$ cat config.mk
export PLATFORM = sky130hd
export DESIGN_NAME = way_select
export DESIGN_NICKNAME = d
export VERILOG_FILES = /design/src/hdl/cache_pkg.sv /design/src/hdl/way_select.sv
export SDC_FILE = /design/constraint.sdc
export NUM_CORES = 1
export LEC_CHECK = 0
export BUFFER_PORTS_ARGS = -buffer_cell sky130_fd_sc_hd__buf_4
export CORE_MARGIN = 2
export CORE_UTILIZATION = 36
export DETAILED_ROUTE_END_ITERATION = 8
export PLACE_DENSITY_LB_ADDON = 0.08
export SLEW_MARGIN = 5
export SYNTH_ARGS = -nofsm -noshare
export SYNTH_HDL_FRONTEND = slang
export SYNTH_SLANG_ARGS = --single-unit
$ cat constraint.sdc
create_clock -name clk -period 3.5 [get_ports clk]
set_input_delay 0.525 -clock clk [delete_from_list [all_inputs] [get_ports clk]]
set_output_delay 0.525 -clock clk [all_outputs]
set_load 0.03 [all_outputs]
$ cat src/hdl/cache_pkg.sv
// address split, line geometry and controller states of the two-way data cache
// referenced by scoped name from the cache modules
`default_nettype none

package cache_pkg;

  localparam int addr_w = 16;
  localparam int data_w = 16;

  // address is tag | index | word | byte
  localparam int tag_w      = 5;   // bits 15..11
  localparam int index_w    = 8;   // bits 10..3
  localparam int offset_w   = 3;   // bits 2..0, bit 0 always zero
  localparam int word_sel_w = 2;   // bits 2..1

  localparam int words_per_line = 4;
  localparam int num_sets       = 1 << index_w;

  // encoding is sequential, so the write-back and fetch
  // states step with state + 1
  typedef enum logic [3:0] {
    st_idle     = 4'h0,
    st_cmp_rd   = 4'h1,
    st_cmp_wr   = 4'h2,
    st_wb0      = 4'h3,
    st_wb1      = 4'h4,
    st_wb2      = 4'h5,
    st_wb3      = 4'h6,
    st_alloc0   = 4'h7,
    st_alloc1   = 4'h8,
    st_alloc2   = 4'h9,
    st_alloc3   = 4'ha,
    st_alloc4   = 4'hb,   // wait for the last word
    st_commit   = 4'hc,   // last word in, line valid
    st_rd_retry = 4'hd,
    st_wr_retry = 4'he,
    st_err      = 4'hf
  } ctrl_state_t;

endpackage

`default_nettype wire

$ cat src/hdl/way_select.sv
// steers the two cache ways: hit way or victim way, write enables per way
// and the status the controller checks in its compare cycle
`default_nettype none

module way_select (
  input  wire                              clk,
  input  wire                              arst_n,
  input  var cache_pkg::ctrl_state_t       state,
  input  wire                              enable,
  input  wire                              hit0,
  input  wire                              valid0,
  input  wire                              dirty0,
  input  wire                              hit1,
  input  wire                              valid1,
  input  wire                              dirty1,
  input  wire [cache_pkg::tag_w-1:0]       tag0,
  input  wire [cache_pkg::tag_w-1:0]       tag1,
  input  wire [cache_pkg::data_w-1:0]      rdata0,
  input  wire [cache_pkg::data_w-1:0]      rdata1,
  input  wire                              stall,
  output logic                             en0,
  output logic                             en1,
  output logic [cache_pkg::data_w-1:0]     sel_rdata,
  output logic [cache_pkg::tag_w-1:0]      sel_tag,
  output logic                             sel_hit,
  output logic                             sel_valid,
  output logic                             sel_dirty
);

  logic victim_q;  // global round robin bit
  logic fill_q;    // way picked for the current miss
  logic lookup;
  logic fill_way;
  logic way_sel;

  // states that address the ways with the full request
  assign lookup = state inside {cache_pkg::st_idle, cache_pkg::st_cmp_rd,
                                cache_pkg::st_cmp_wr, cache_pkg::st_rd_retry,
                                cache_pkg::st_wr_retry};

  // empty way first, then the victim bit
  assign fill_way = !valid0 ? 1'b0 : (!valid1 ? 1'b1 : victim_q);

  always_comb begin
    if (!lookup)   way_sel = fill_q;  // write-back and fill stay on one way
    else if (hit0) way_sel = 1'b0;
    else if (hit1) way_sel = 1'b1;
    else           way_sel = fill_way;
  end

  // a compare write only lands in the hitting way
  assign en0 = enable & (lookup | ~fill_q);
  assign en1 = enable & (lookup | fill_q);

  assign sel_rdata = way_sel ? rdata1 : rdata0;
  assign sel_tag   = way_sel ? tag1 : tag0;

  always_ff @(posedge clk or negedge arst_n) begin
    if (!arst_n) begin
      victim_q  <= 1'b0;
      fill_q    <= 1'b0;
      sel_hit   <= 1'b0;
      sel_valid <= 1'b0;
      sel_dirty <= 1'b0;
    end else begin
      if (state == cache_pkg::st_cmp_rd || state == cache_pkg::st_cmp_wr) begin
        victim_q <= ~victim_q;  // every compare, hit or miss
      end
      if (!stall) begin
        fill_q    <= fill_way;  // snapshot of the set as seen in idle
        sel_hit   <= way_sel ? hit1 : hit0;
        sel_valid <= way_sel ? valid1 : valid0;
        sel_dirty <= way_sel ? dirty1 : dirty0;
      end
    end
  end

endmodule

`default_nettype wire

==> flow_summary.json <==
{
  "outcome": "completed",
  "final-seq-area_um2": 125,
  "stdcell_count": 179,
  "vias": 870,
  "critPathMostFrequentCell": "buf_4",
  "timing.fmax_ghz": 0.348,
  "yosysTopAreaCell": "mux2_4",
  "wl_per_cell_um": 12.7,
  "fin_area_um2": 1390,
  "powerDensity_nw_per_um2": 367,
  "cts_tree": "done",
  "rsz0062_at_grt": "false",
  "finalHoldViolations": 0,
  "synth-seq-cells": 5,
  "n_antenna_cell": 0,
  "groute.usage.overall_pct": 18.9,
  "holdCritPathClass": "in2async",
  "grt_pass1_vias": 800,
  "cts_max_path_buffers": 2,
  "yosysUniqueCellTypes": 29,
  "drv_slew": 0,
  "fillers": 137,
  "dr.pass1.iters": 4,
  "ys_warn_count": 0,
  "drc": 0,
  "multi_input_area_um2": 584,
  "synth_top_area_share_pct": 40.9,
  "routed_via_density": 4.86,
  "max_stage_delay_ps": 380,
  "post_cts_buffers": 0,
  "start_util_pct": 37.8,
  "syn_to_final_growth_pct": 89.6,
  "gp_congestion": 0.719,
  "cts_sinks": 5,
  "drive_above_1_share_pct": 72.4,
  "clkTransAtPathRegs_ps": 40,
  "finalPower_mw": 0.511,
  "finalSetupViolations": 0,
  "yosysSeqAreaShare_pct": 17.0,
  "postSynthCellCount": 70,
  "final.setup.tns_ps": 0,
  "maxCapViolCount": 0,
  "synthesis.nets": 126,
  "cp.arrival_ps": 2350,
  "cts-resized-gates": 0,
  "grt_pass1_wl_um": 3500,
  "cts_buffers": 3,
  "antenna_found_initial": 0,
  "die_w_um": 49.2,
  "core-area_um2": 1940,
  "crit_slowest_cell": "mux2_2",
  "root_buffer": "clkbuf_4",
  "cp_max_fo": 21,
  "path_cells": "buf_4 -> nor2b_1 -> a221oi_4 -> mux2i_4 -> buf_4 -> mux2_2 -> buf_4",
  "dp_hpwl_um": 1960,
  "peakVddDrop_uv": 279,
  "die-area_um2": 2420,
  "pin_count": 82,
  "h-tree-depth": 1,
  "p_leak_nw": 0.732,
  "ant_nets": 0,
  "buffer_ports.inserted": 81,
  "cp.required_ps": 2970,
  "min_period_over_period_pct": 82.1,
  "place_inst": 175,
  "wirelength_um": 2270,
  "regToRegSetupSlack_ps": 2190,
  "relSlewSlack_pct": 73.3,
  "syn-mean-instance-area_um2": 10.5,
  "final.min_clock_period_ps": 2870,
  "overflow": 0,
  "hold_buffers": 0,
  "row_count": 16,
  "syn_area_um2": 734,
  "finalNetCount": 209,
  "critPathKind": "in2out",
  "clock-skew-final_ps": 4.19,
  "synthTopCellsByArea": "mux2_4 41%, dfrtp_1 17%, a221oi_4 3.6%",
  "cp-start-kind": "primary input",
  "tightest_slew_ps": 401,
  "die_h_um": 49.2,
  "grt_max_degree": 22,
  "whs_ps": 72.8,
  "drt-initial-drc-count": 7,
  "clkLatencyLatePin_ps": 250,
  "end_kind": "output pin",
  "place_area_um2": 1370
}
## Yosys cell counts
cell type	n
nand2_1	2
clkbuf_1	2
buf_6	2
inv_1	2
a211oi_1	1
dfrtp_1	5
o21ai_2	1
nor2b_1	2
o21ai_0	5
or3b_2	1
mux2_4	20
a221o_1	1
nor3b_1	3
xor2_1	1
or3_1	1
mux2i_1	1
mux2_2	1
o21bai_1	1
nand2b_1	1
a221oi_4	1
a21boi_0	1
a21oi_1	2
o21a_1	1
nor2_1	3
xnor2_1	1
or4_1	1
nor3_1	5
and3_1	1
o41ai_1	1
## layout make-up
cell class | instances | share of cell area, %
Timing Repair Buffer | 82 | 44.2
Clock buffer | 4 | 1.89
Multi-Input combinational cell | 59 | 42.0
Tap cell | 27 | 2.43
Sequential cell | 5 | 8.98
Inverter | 2 | 0.539
## sequential cells by signal, indices dropped and copies added (netlist names)
name and cells:
sel_hit 1, sel_dirty 1, sel_valid 1, fill_q 1
victim_q 1
## power breakdown
| group | leakage, nW | total [mW] | switching (mW) | internal [mW] |
|---|---|---|---|---|
| registers | 0.0583 | 0.0889 | 0.0165 | 0.0724 |
| logic | 0.659 | 0.355 | 0.174 | 0.181 |
| clock network | 0.0150 | 0.0671 | 0.0240 | 0.0431 |
## worst max-delay path, delay by kind of cell
kind,cells,cell delay (ps)
compound gates,1,350
buf+inv,3,650
mux,2,660
simple gates,1,160
## per-layer routing
layer	vias to the layer above	share of wire, %	wire (µm)	track usage, %
met5	-	0	0	0
met4	0	0.62	14	4.29
met3	2	9.3	211	8.59
met2	46	56	1280	35.8
met1	395	34	763	18.4
li1	427	-	-	-
## final timing paths
check | startpoint | to | depth (start not counted)
setup / recovery | state[2] | sel_tag[4] | 7
hold / removal | arst_n | sel_hit | 1
setup reg to reg | victim_q | sel_dirty | 4
min in group clk | sel_hit | sel_hit | 2
max in group asynchronous | arst_n | sel_dirty | 1
hold reg to reg | sel_hit | sel_hit | 2
## cell families after synthesis
group                     share of synthesized area [%]
muxes                                              43.8
and+or+nand+nor                                    15.5
AOI/OAI and AO/OA                                  16.2
buffers and inverters                              5.11
DFF                                                17.0
xor gates and xnor gates                           2.39
## cell usage in the layout (no fill, tap or decap), types with 2 or more instances in the layout
| cell | instances |
|---|---|
| buf_4 | 82 |
| mux2_4 | 20 |
| o21ai_0 | 5 |
| nor3_1 | 5 |
| dfrtp_1 | 5 |
| nor3b_1 | 3 |
| nor2_1 | 3 |
| clkbuf_4 | 3 |
| nor2b_1 | 2 |
| a21oi_1 | 2 |
| inv_1 | 2 |
| nand2_1 | 2 |
## metrics by stage
step	setup slack (ps)	utilization (%)
finish	626	71.7
floorplan	1100	-
global route	518	71.7
CTS	613	71.7
detailed placement	618	70.4
global placement	644	70.4
(Power assumes the default switching activity.)
