===== src/hdl/cache_pkg.sv =====
// address split, line geometry and controller states of the two-way data cache
// referenced by scoped name from the cache modules
`default_nettype none

package cache_pkg;

  localparam int addr_w = 16;
  localparam int data_w = 16;

  // address is tag | index | word | byte
  localparam int tag_w      = 5;   // bits 15..11
  localparam int index_w    = 8;   // bits 10..3
  localparam int offset_w   = 3;   // bits 2..0, bit 0 always zero
  localparam int word_sel_w = 2;   // bits 2..1

  localparam int words_per_line = 4;
  localparam int num_sets       = 1 << index_w;

  // encoding is sequential, so the write-back and fetch
  // states step with state + 1
  typedef enum logic [3:0] {
    st_idle     = 4'h0,
    st_cmp_rd   = 4'h1,
    st_cmp_wr   = 4'h2,
    st_wb0      = 4'h3,
    st_wb1      = 4'h4,
    st_wb2      = 4'h5,
    st_wb3      = 4'h6,
    st_alloc0   = 4'h7,
    st_alloc1   = 4'h8,
    st_alloc2   = 4'h9,
    st_alloc3   = 4'ha,
    st_alloc4   = 4'hb,   // wait for the last word
    st_commit   = 4'hc,   // last word in, line valid
    st_rd_retry = 4'hd,
    st_wr_retry = 4'he,
    st_err      = 4'hf
  } ctrl_state_t;

endpackage

`default_nettype wire


===== src/hdl/cache_ctrl.sv =====
// cache controller FSM: compare, write-back of a dirty victim, line fetch,
// commit and retry; also rejects misused requests
`default_nettype none

module cache_ctrl #(
  parameter int mem_latency = 4
) (
  input  wire                              clk,
  input  wire                              arst_n,
  input  wire                              rd,
  input  wire                              wr,
  input  wire [cache_pkg::addr_w-1:0]      addr,
  input  wire [cache_pkg::data_w-1:0]      data_in,
  input  wire                              sel_hit,
  input  wire                              sel_valid,
  input  wire                              sel_dirty,
  input  wire [cache_pkg::tag_w-1:0]       sel_tag,
  input  wire [cache_pkg::data_w-1:0]      sel_rdata,
  input  wire [cache_pkg::data_w-1:0]      mem_rdata,
  input  wire                              mem_stall,
  output cache_pkg::ctrl_state_t           state,
  output logic                             way_en,
  output logic                             comp,
  output logic                             write,
  output logic                             valid_in,
  output logic [cache_pkg::tag_w-1:0]      tag_in,
  output logic [cache_pkg::index_w-1:0]    index,
  output logic [cache_pkg::word_sel_w-1:0] ctrl_word,
  output logic [cache_pkg::data_w-1:0]     way_wdata,
  output logic                             mem_rd,
  output logic                             mem_wr,
  output logic [cache_pkg::addr_w-1:0]     mem_addr,
  output logic [cache_pkg::data_w-1:0]     mem_wdata,
  output logic                             done,
  output logic                             stall,
  output logic                             cache_hit,
  output logic                             err
);

  localparam int tag_lsb = cache_pkg::offset_w + cache_pkg::index_w;

  cache_pkg::ctrl_state_t state_nxt;

  logic                             misuse;
  logic                             cmp;
  logic                             retry;
  logic                             hit_now;
  logic                             commit;
  logic [mem_latency-1:0]           rd_pipe;   // outstanding reads by age
  logic                             ret;
  logic                             ret_last;
  logic [cache_pkg::word_sel_w-1:0] ret_cnt;   // next word to install
  logic [cache_pkg::word_sel_w-1:0] issue_word;
  logic [cache_pkg::data_w-1:0]     last_word;

  assign tag_in  = addr[tag_lsb +: cache_pkg::tag_w];
  assign index   = addr[cache_pkg::offset_w +: cache_pkg::index_w];
  assign misuse  = (rd & wr) | ((rd | wr) & addr[0]);

  assign cmp     = state inside {cache_pkg::st_cmp_rd, cache_pkg::st_cmp_wr};
  assign retry   = state inside {cache_pkg::st_rd_retry, cache_pkg::st_wr_retry};
  assign commit  = (state == cache_pkg::st_commit);
  assign hit_now = cmp & sel_hit;

  assign mem_wr = state inside {cache_pkg::st_wb0, cache_pkg::st_wb1,
                                cache_pkg::st_wb2, cache_pkg::st_wb3};
  assign mem_rd = state inside {cache_pkg::st_alloc0, cache_pkg::st_alloc1,
                                cache_pkg::st_alloc2, cache_pkg::st_alloc3};

  // returned words come back in issue order
  assign ret      = rd_pipe[mem_latency-1];
  assign ret_last = ret & (ret_cnt == '1);

  always_comb begin
    case (state)
      cache_pkg::st_wb1, cache_pkg::st_alloc1: issue_word = 2'd1;
      cache_pkg::st_wb2, cache_pkg::st_alloc2: issue_word = 2'd2;
      cache_pkg::st_wb3, cache_pkg::st_alloc3: issue_word = 2'd3;
      default:                                 issue_word = 2'd0;
    endcase
  end

  // way side
  assign way_en = (state != cache_pkg::st_err);
  assign comp   = cmp | retry | (state == cache_pkg::st_idle);
  assign write  = (state == cache_pkg::st_cmp_wr) | (state == cache_pkg::st_wr_retry)
                | commit | (ret & ~ret_last);
  assign valid_in = commit;

  always_comb begin
    if (comp)        ctrl_word = addr[1 +: cache_pkg::word_sel_w];
    else if (mem_wr) ctrl_word = issue_word;  // victim word going out
    else if (commit) ctrl_word = '1;
    else             ctrl_word = ret_cnt;
  end

  assign way_wdata = comp ? data_in : (commit ? last_word : mem_rdata);

  // memory side, victim line goes to its own tag
  assign mem_addr  = mem_wr ? {sel_tag, index, issue_word, 1'b0}
                            : {addr[cache_pkg::addr_w-1:cache_pkg::offset_w], issue_word, 1'b0};
  assign mem_wdata = sel_rdata;

  // requester side
  assign cache_hit = hit_now;
  assign err       = (state == cache_pkg::st_err);
  assign done      = hit_now | retry | err;
  assign stall     = (state != cache_pkg::st_idle) & ~hit_now;

  always_comb begin
    state_nxt = state;
    case (state)
      cache_pkg::st_idle: begin
        if (misuse)  state_nxt = cache_pkg::st_err;
        else if (rd) state_nxt = cache_pkg::st_cmp_rd;
        else if (wr) state_nxt = cache_pkg::st_cmp_wr;
      end
      cache_pkg::st_cmp_rd, cache_pkg::st_cmp_wr: begin
        if (sel_hit)                    state_nxt = cache_pkg::st_idle;
        else if (sel_valid & sel_dirty) state_nxt = cache_pkg::st_wb0;
        else                            state_nxt = cache_pkg::st_alloc0;
      end
      cache_pkg::st_wb0, cache_pkg::st_wb1, cache_pkg::st_wb2, cache_pkg::st_wb3,
      cache_pkg::st_alloc0, cache_pkg::st_alloc1, cache_pkg::st_alloc2,
      cache_pkg::st_alloc3: begin
        if (!mem_stall) state_nxt = cache_pkg::ctrl_state_t'(state + 4'd1);  // busy bank, retry
      end
      cache_pkg::st_alloc4: begin
        if (ret_last) state_nxt = cache_pkg::st_commit;
      end
      cache_pkg::st_commit: begin
        state_nxt = wr ? cache_pkg::st_wr_retry : cache_pkg::st_rd_retry;
      end
      default: state_nxt = cache_pkg::st_idle;  // retry and error end here
    endcase
  end

  always_ff @(posedge clk or negedge arst_n) begin
    if (!arst_n) begin
      state   <= cache_pkg::st_idle;
      rd_pipe <= '0;
      ret_cnt <= '0;
    end else begin
      state   <= state_nxt;
      rd_pipe <= (rd_pipe << 1) | mem_latency'(mem_rd & ~mem_stall);
      if (ret) ret_cnt <= ret_cnt + 1'b1;  // wraps after the fourth word
    end
  end

  // last word waits here for the commit write
  always_ff @(posedge clk) begin
    if (ret_last) last_word <= mem_rdata;
  end

endmodule

`default_nettype wire


===== config.mk =====
export PLATFORM = sky130hd
export DESIGN_NAME = cache_ctrl
export DESIGN_NICKNAME = d
export VERILOG_FILES = /design/src/hdl/cache_pkg.sv /design/src/hdl/cache_ctrl.sv
export SDC_FILE = /design/constraint.sdc
export NUM_CORES = 1
export LEC_CHECK = 0
export CORE_ASPECT_RATIO = 1.5
export CORE_MARGIN = 2
export CORE_UTILIZATION = 57
export DETAILED_ROUTE_END_ITERATION = 16
export DONT_BUFFER_PORTS = 1
export PLACE_DENSITY = 0.75
export SLEW_MARGIN = 15
export SYNTH_ARGS = -nofsm -noshare
export SYNTH_HDL_FRONTEND = slang
export SYNTH_SLANG_ARGS = --single-unit

===== constraint.sdc =====
create_clock -name clk -period 1.8 [get_ports clk]
set_input_delay 0.36 -clock clk [delete_from_list [all_inputs] [get_ports clk]]
set_output_delay 0.36 -clock clk [all_outputs]
set_load 0.02 [all_outputs]

==> metrics.yaml <==
synthSimpleGateAreaFrac_pct: 14.71
cts_made_buffers: 3
die_area_mm2: 0.004167
yosys-top-cells-count: "41 x buf_4, 21 x nand2_1, 17 x mux2i_1"
start_util_pct: 60.45
reg2reg_from: "state[0]"
period_minus_slack_ns: 2.404
hold_ws_ns: 0.1323
hold_end: "rd_pipe[0]"
drive_above_1_share_pct: 59.17
grt_max_degree: 22
whs_path_depth: 1
rows: 26
synth_compound_area_share_pct: 14.47
syn_area_mm2: 0.002084
synth_flop_cell: "edfxtp_1"
yosysUniqueCellTypes: 54
grt-ovfl-total: 0
cts_buffer_depth: 2
yosys_warnings: 0
worst_setup_path_start_kind: "register"
status: "complete, but fails checks"
finClkSkew_ns: 0.004819
drt_pass1_iterations: 4
clk_latency_ns: 0.28
grt_antenna_before_repair: 0
nets: 323
drv_slew: 0
yosysMostFrequentCell: "buf_4"
p_per_area_mw_per_mm2: 2219
root_buffer: "clkbuf_8"
violations: "setup timing"
synth_area_leader_cell: "edfxtp_1"
yosys-mux-area-fraction_pct: 12.12
fin_util_pct: 87.66
rsz0062_at_grt: "true"
fp.dieW_um: 53.38
synth_top_family_by_area: "buffers and inverters"
viasPerCell: 6.447
cp-end-kind: "output port"
hold_viol: 0
hold_start: "mem_stall"
hold_class: "in2reg"
synth.avg_cell_area_um2: 9.695
synthCells: 215
post_drt_wl_per_cell_um: 24.79
finalWirelength_um: 6992
synth-seq-area-share_pct: 35.05
ant_nets: 0
first_global_vias: 1778
synthXorXnorAreaFrac_pct: 0.8403
fin_crit_sh_pct: 133.6
drc: 0
ys_async_sr_fraction_pct: 38.46
dp_hpwl_um: 4450
vdd_drop_max_v: 0.001674
cap_violations: 0
n_antenna_cell: 0
core-area_mm2: 0.003448
cts_tree: "built"
synth.top_cells.by_area: "edfxtp_1 23%, buf_4 15%, dfrtp_1 12%"
rr_worst_depth: 9
grt_pass1_wl_um: 9121
die_y_um: 78.07
crit_fanout: 9
syn2layout_area_growth_pct: 45.02
synth.top_cell.area_share_pct: 23.05
worstPathRequired_ns: 1.44
p_leak_nw: 1.142
arrival_ns: 2.04
crit_type: "reg2out"
first_iter_violations: 74
synth_edf_count: 16
vias: 1818
synth_fa_ha_area_share_pct: 3.481
place_congestion: 0.9161
fmax_mhz: 416.0
rrSetupSlack_ns: -0.41
h-tree-depth: 1
cts_sinks: 26
setup_viol: 37
io_pins: 154
finalWorstSetupSlack_ns: -0.6041
portBuffers: 0
path_clk_slew_ns: 0.09
r2r_end: "state[2]"
syn-num-nets: 297
ys_seq_elements: 26
track_usage_pct: 30.67
==> metrics by stage <==
stage / worst slack, ns / cells / instance area, um2 / setup TNS [ns] / total power, mW
after global routing: -0.6261 / 282 / 3023 / -18.18 / 6.962
after CTS: -0.5104 / 276 / 2845 / -13.95 / 5.972
after floorplan: -0.3453 / 215 / 2337 / -8.069 / 3.899
after global placement: -0.2020 / 257 / 2379 / -4.603 / 4.761
final: -0.6041 / 282 / 3023 / -16.78 / 6.708
after detailed placement: -0.2766 / 257 / 2379 / -6.035 / 4.854
==> where the power goes <==
| group | internal (mW) | switching, mW | leakage, nW |
|---|---|---|---|
| clock network | 0.196 | 0.191 | 0.0288 |
| registers | 0.733 | 0.109 | 0.270 |
| logic | 2.59 | 2.89 | 0.844 |
| total | 3.52 | 3.19 | 1.14 |
==> layout by cell type (no fill, tap or decap), drive strengths merged, types with 2 or more instances in the layout <==
| master | count |
|---|---|
| a2111oi | 3 |
| a21oi | 4 |
| buf | 69 |
| clkbuf | 5 |
| dfrtp | 10 |
| edfxtp | 16 |
| ha | 5 |
| inv | 6 |
| mux2 | 7 |
| mux2i | 17 |
| nand2 | 22 |
| nand2b | 3 |
| nand3 | 2 |
| nand3b | 2 |
| nor2 | 10 |
| nor2b | 4 |
| nor3 | 4 |
| nor3b | 2 |
| o211ai | 2 |
| o21ai | 17 |
| o21bai | 2 |
| o22a | 2 |
| o22ai | 3 |
| o2bb2ai | 2 |
| or3 | 3 |
==> flip-flops by register name, indices dropped and copies added, names as in the netlist <==
| signal | cells |
|---|---|
| ret_cnt | 2 |
| last_word | 16 |
| rd_pipe | 4 |
| state | 4 |
==> worst max-delay path: stages, from the launching register on <==
cell and delay (ns):
dfrtp_2 0.46, inv_4 0.07, ha_4 0.18, nor3_4 0.31, o22ai_4 0.19, clkbuf_16 0.23
o31ai_4 0.32
==> layout make-up <==
cell class	instances	area, um2
Tap cell	42	52.55
Timing Repair Buffer	71	723.2
Inverter	6	25.02
Multi-Input combinational cell	133	1433
Fill cell	152	425.4
Clock buffer	4	55.05
Sequential cell	26	734.5
==> worst max-delay path by stage <==
stage                        start            to  slack, ns  depth (start not counted)
final                     state[0]  ctrl_word[0]      -0.60                          6
after global routing      state[0]  ctrl_word[0]      -0.63                          6
after CTS                 state[1]  ctrl_word[0]      -0.51                          6
after detailed placement  state[1]  ctrl_word[0]      -0.28                          6
after global placement    state[0]  way_wdata[1]      -0.20                          7
after floorplan           state[0]  ctrl_word[0]      -0.35                          8
==> cell families after synthesis <==
kind of cell | after synthesis
compound gates | 42
simple gates | 58
flops | 26
other cells | 1
fa+ha+maj | 6
buf+inv | 56
xor+xnor | 2
mux | 24
==> routing by layer <==
layer / track usage [%] / vias up / routed length [um]
met4: 17.95 / 0 / 298
met3: 10.08 / 23 / 623
met2: 50.62 / 126 / 3615
met1: 32.75 / 892 / 2454
met5: 0 / - / 0
li1: - / 777 / -
==> repair_timing <==
item | 4_1_cts | 5_1_grt
hold endpoints to repair | 10 | 0
pin swaps | 28 | 12
gates cloned | 1 | 1
setup endpoints to repair | 37 | 40
resized for setup | 61 | 30
hold buffers | 1 | 0
setup buffers | 13 | 9
Power figures use the tool's default switching activity.
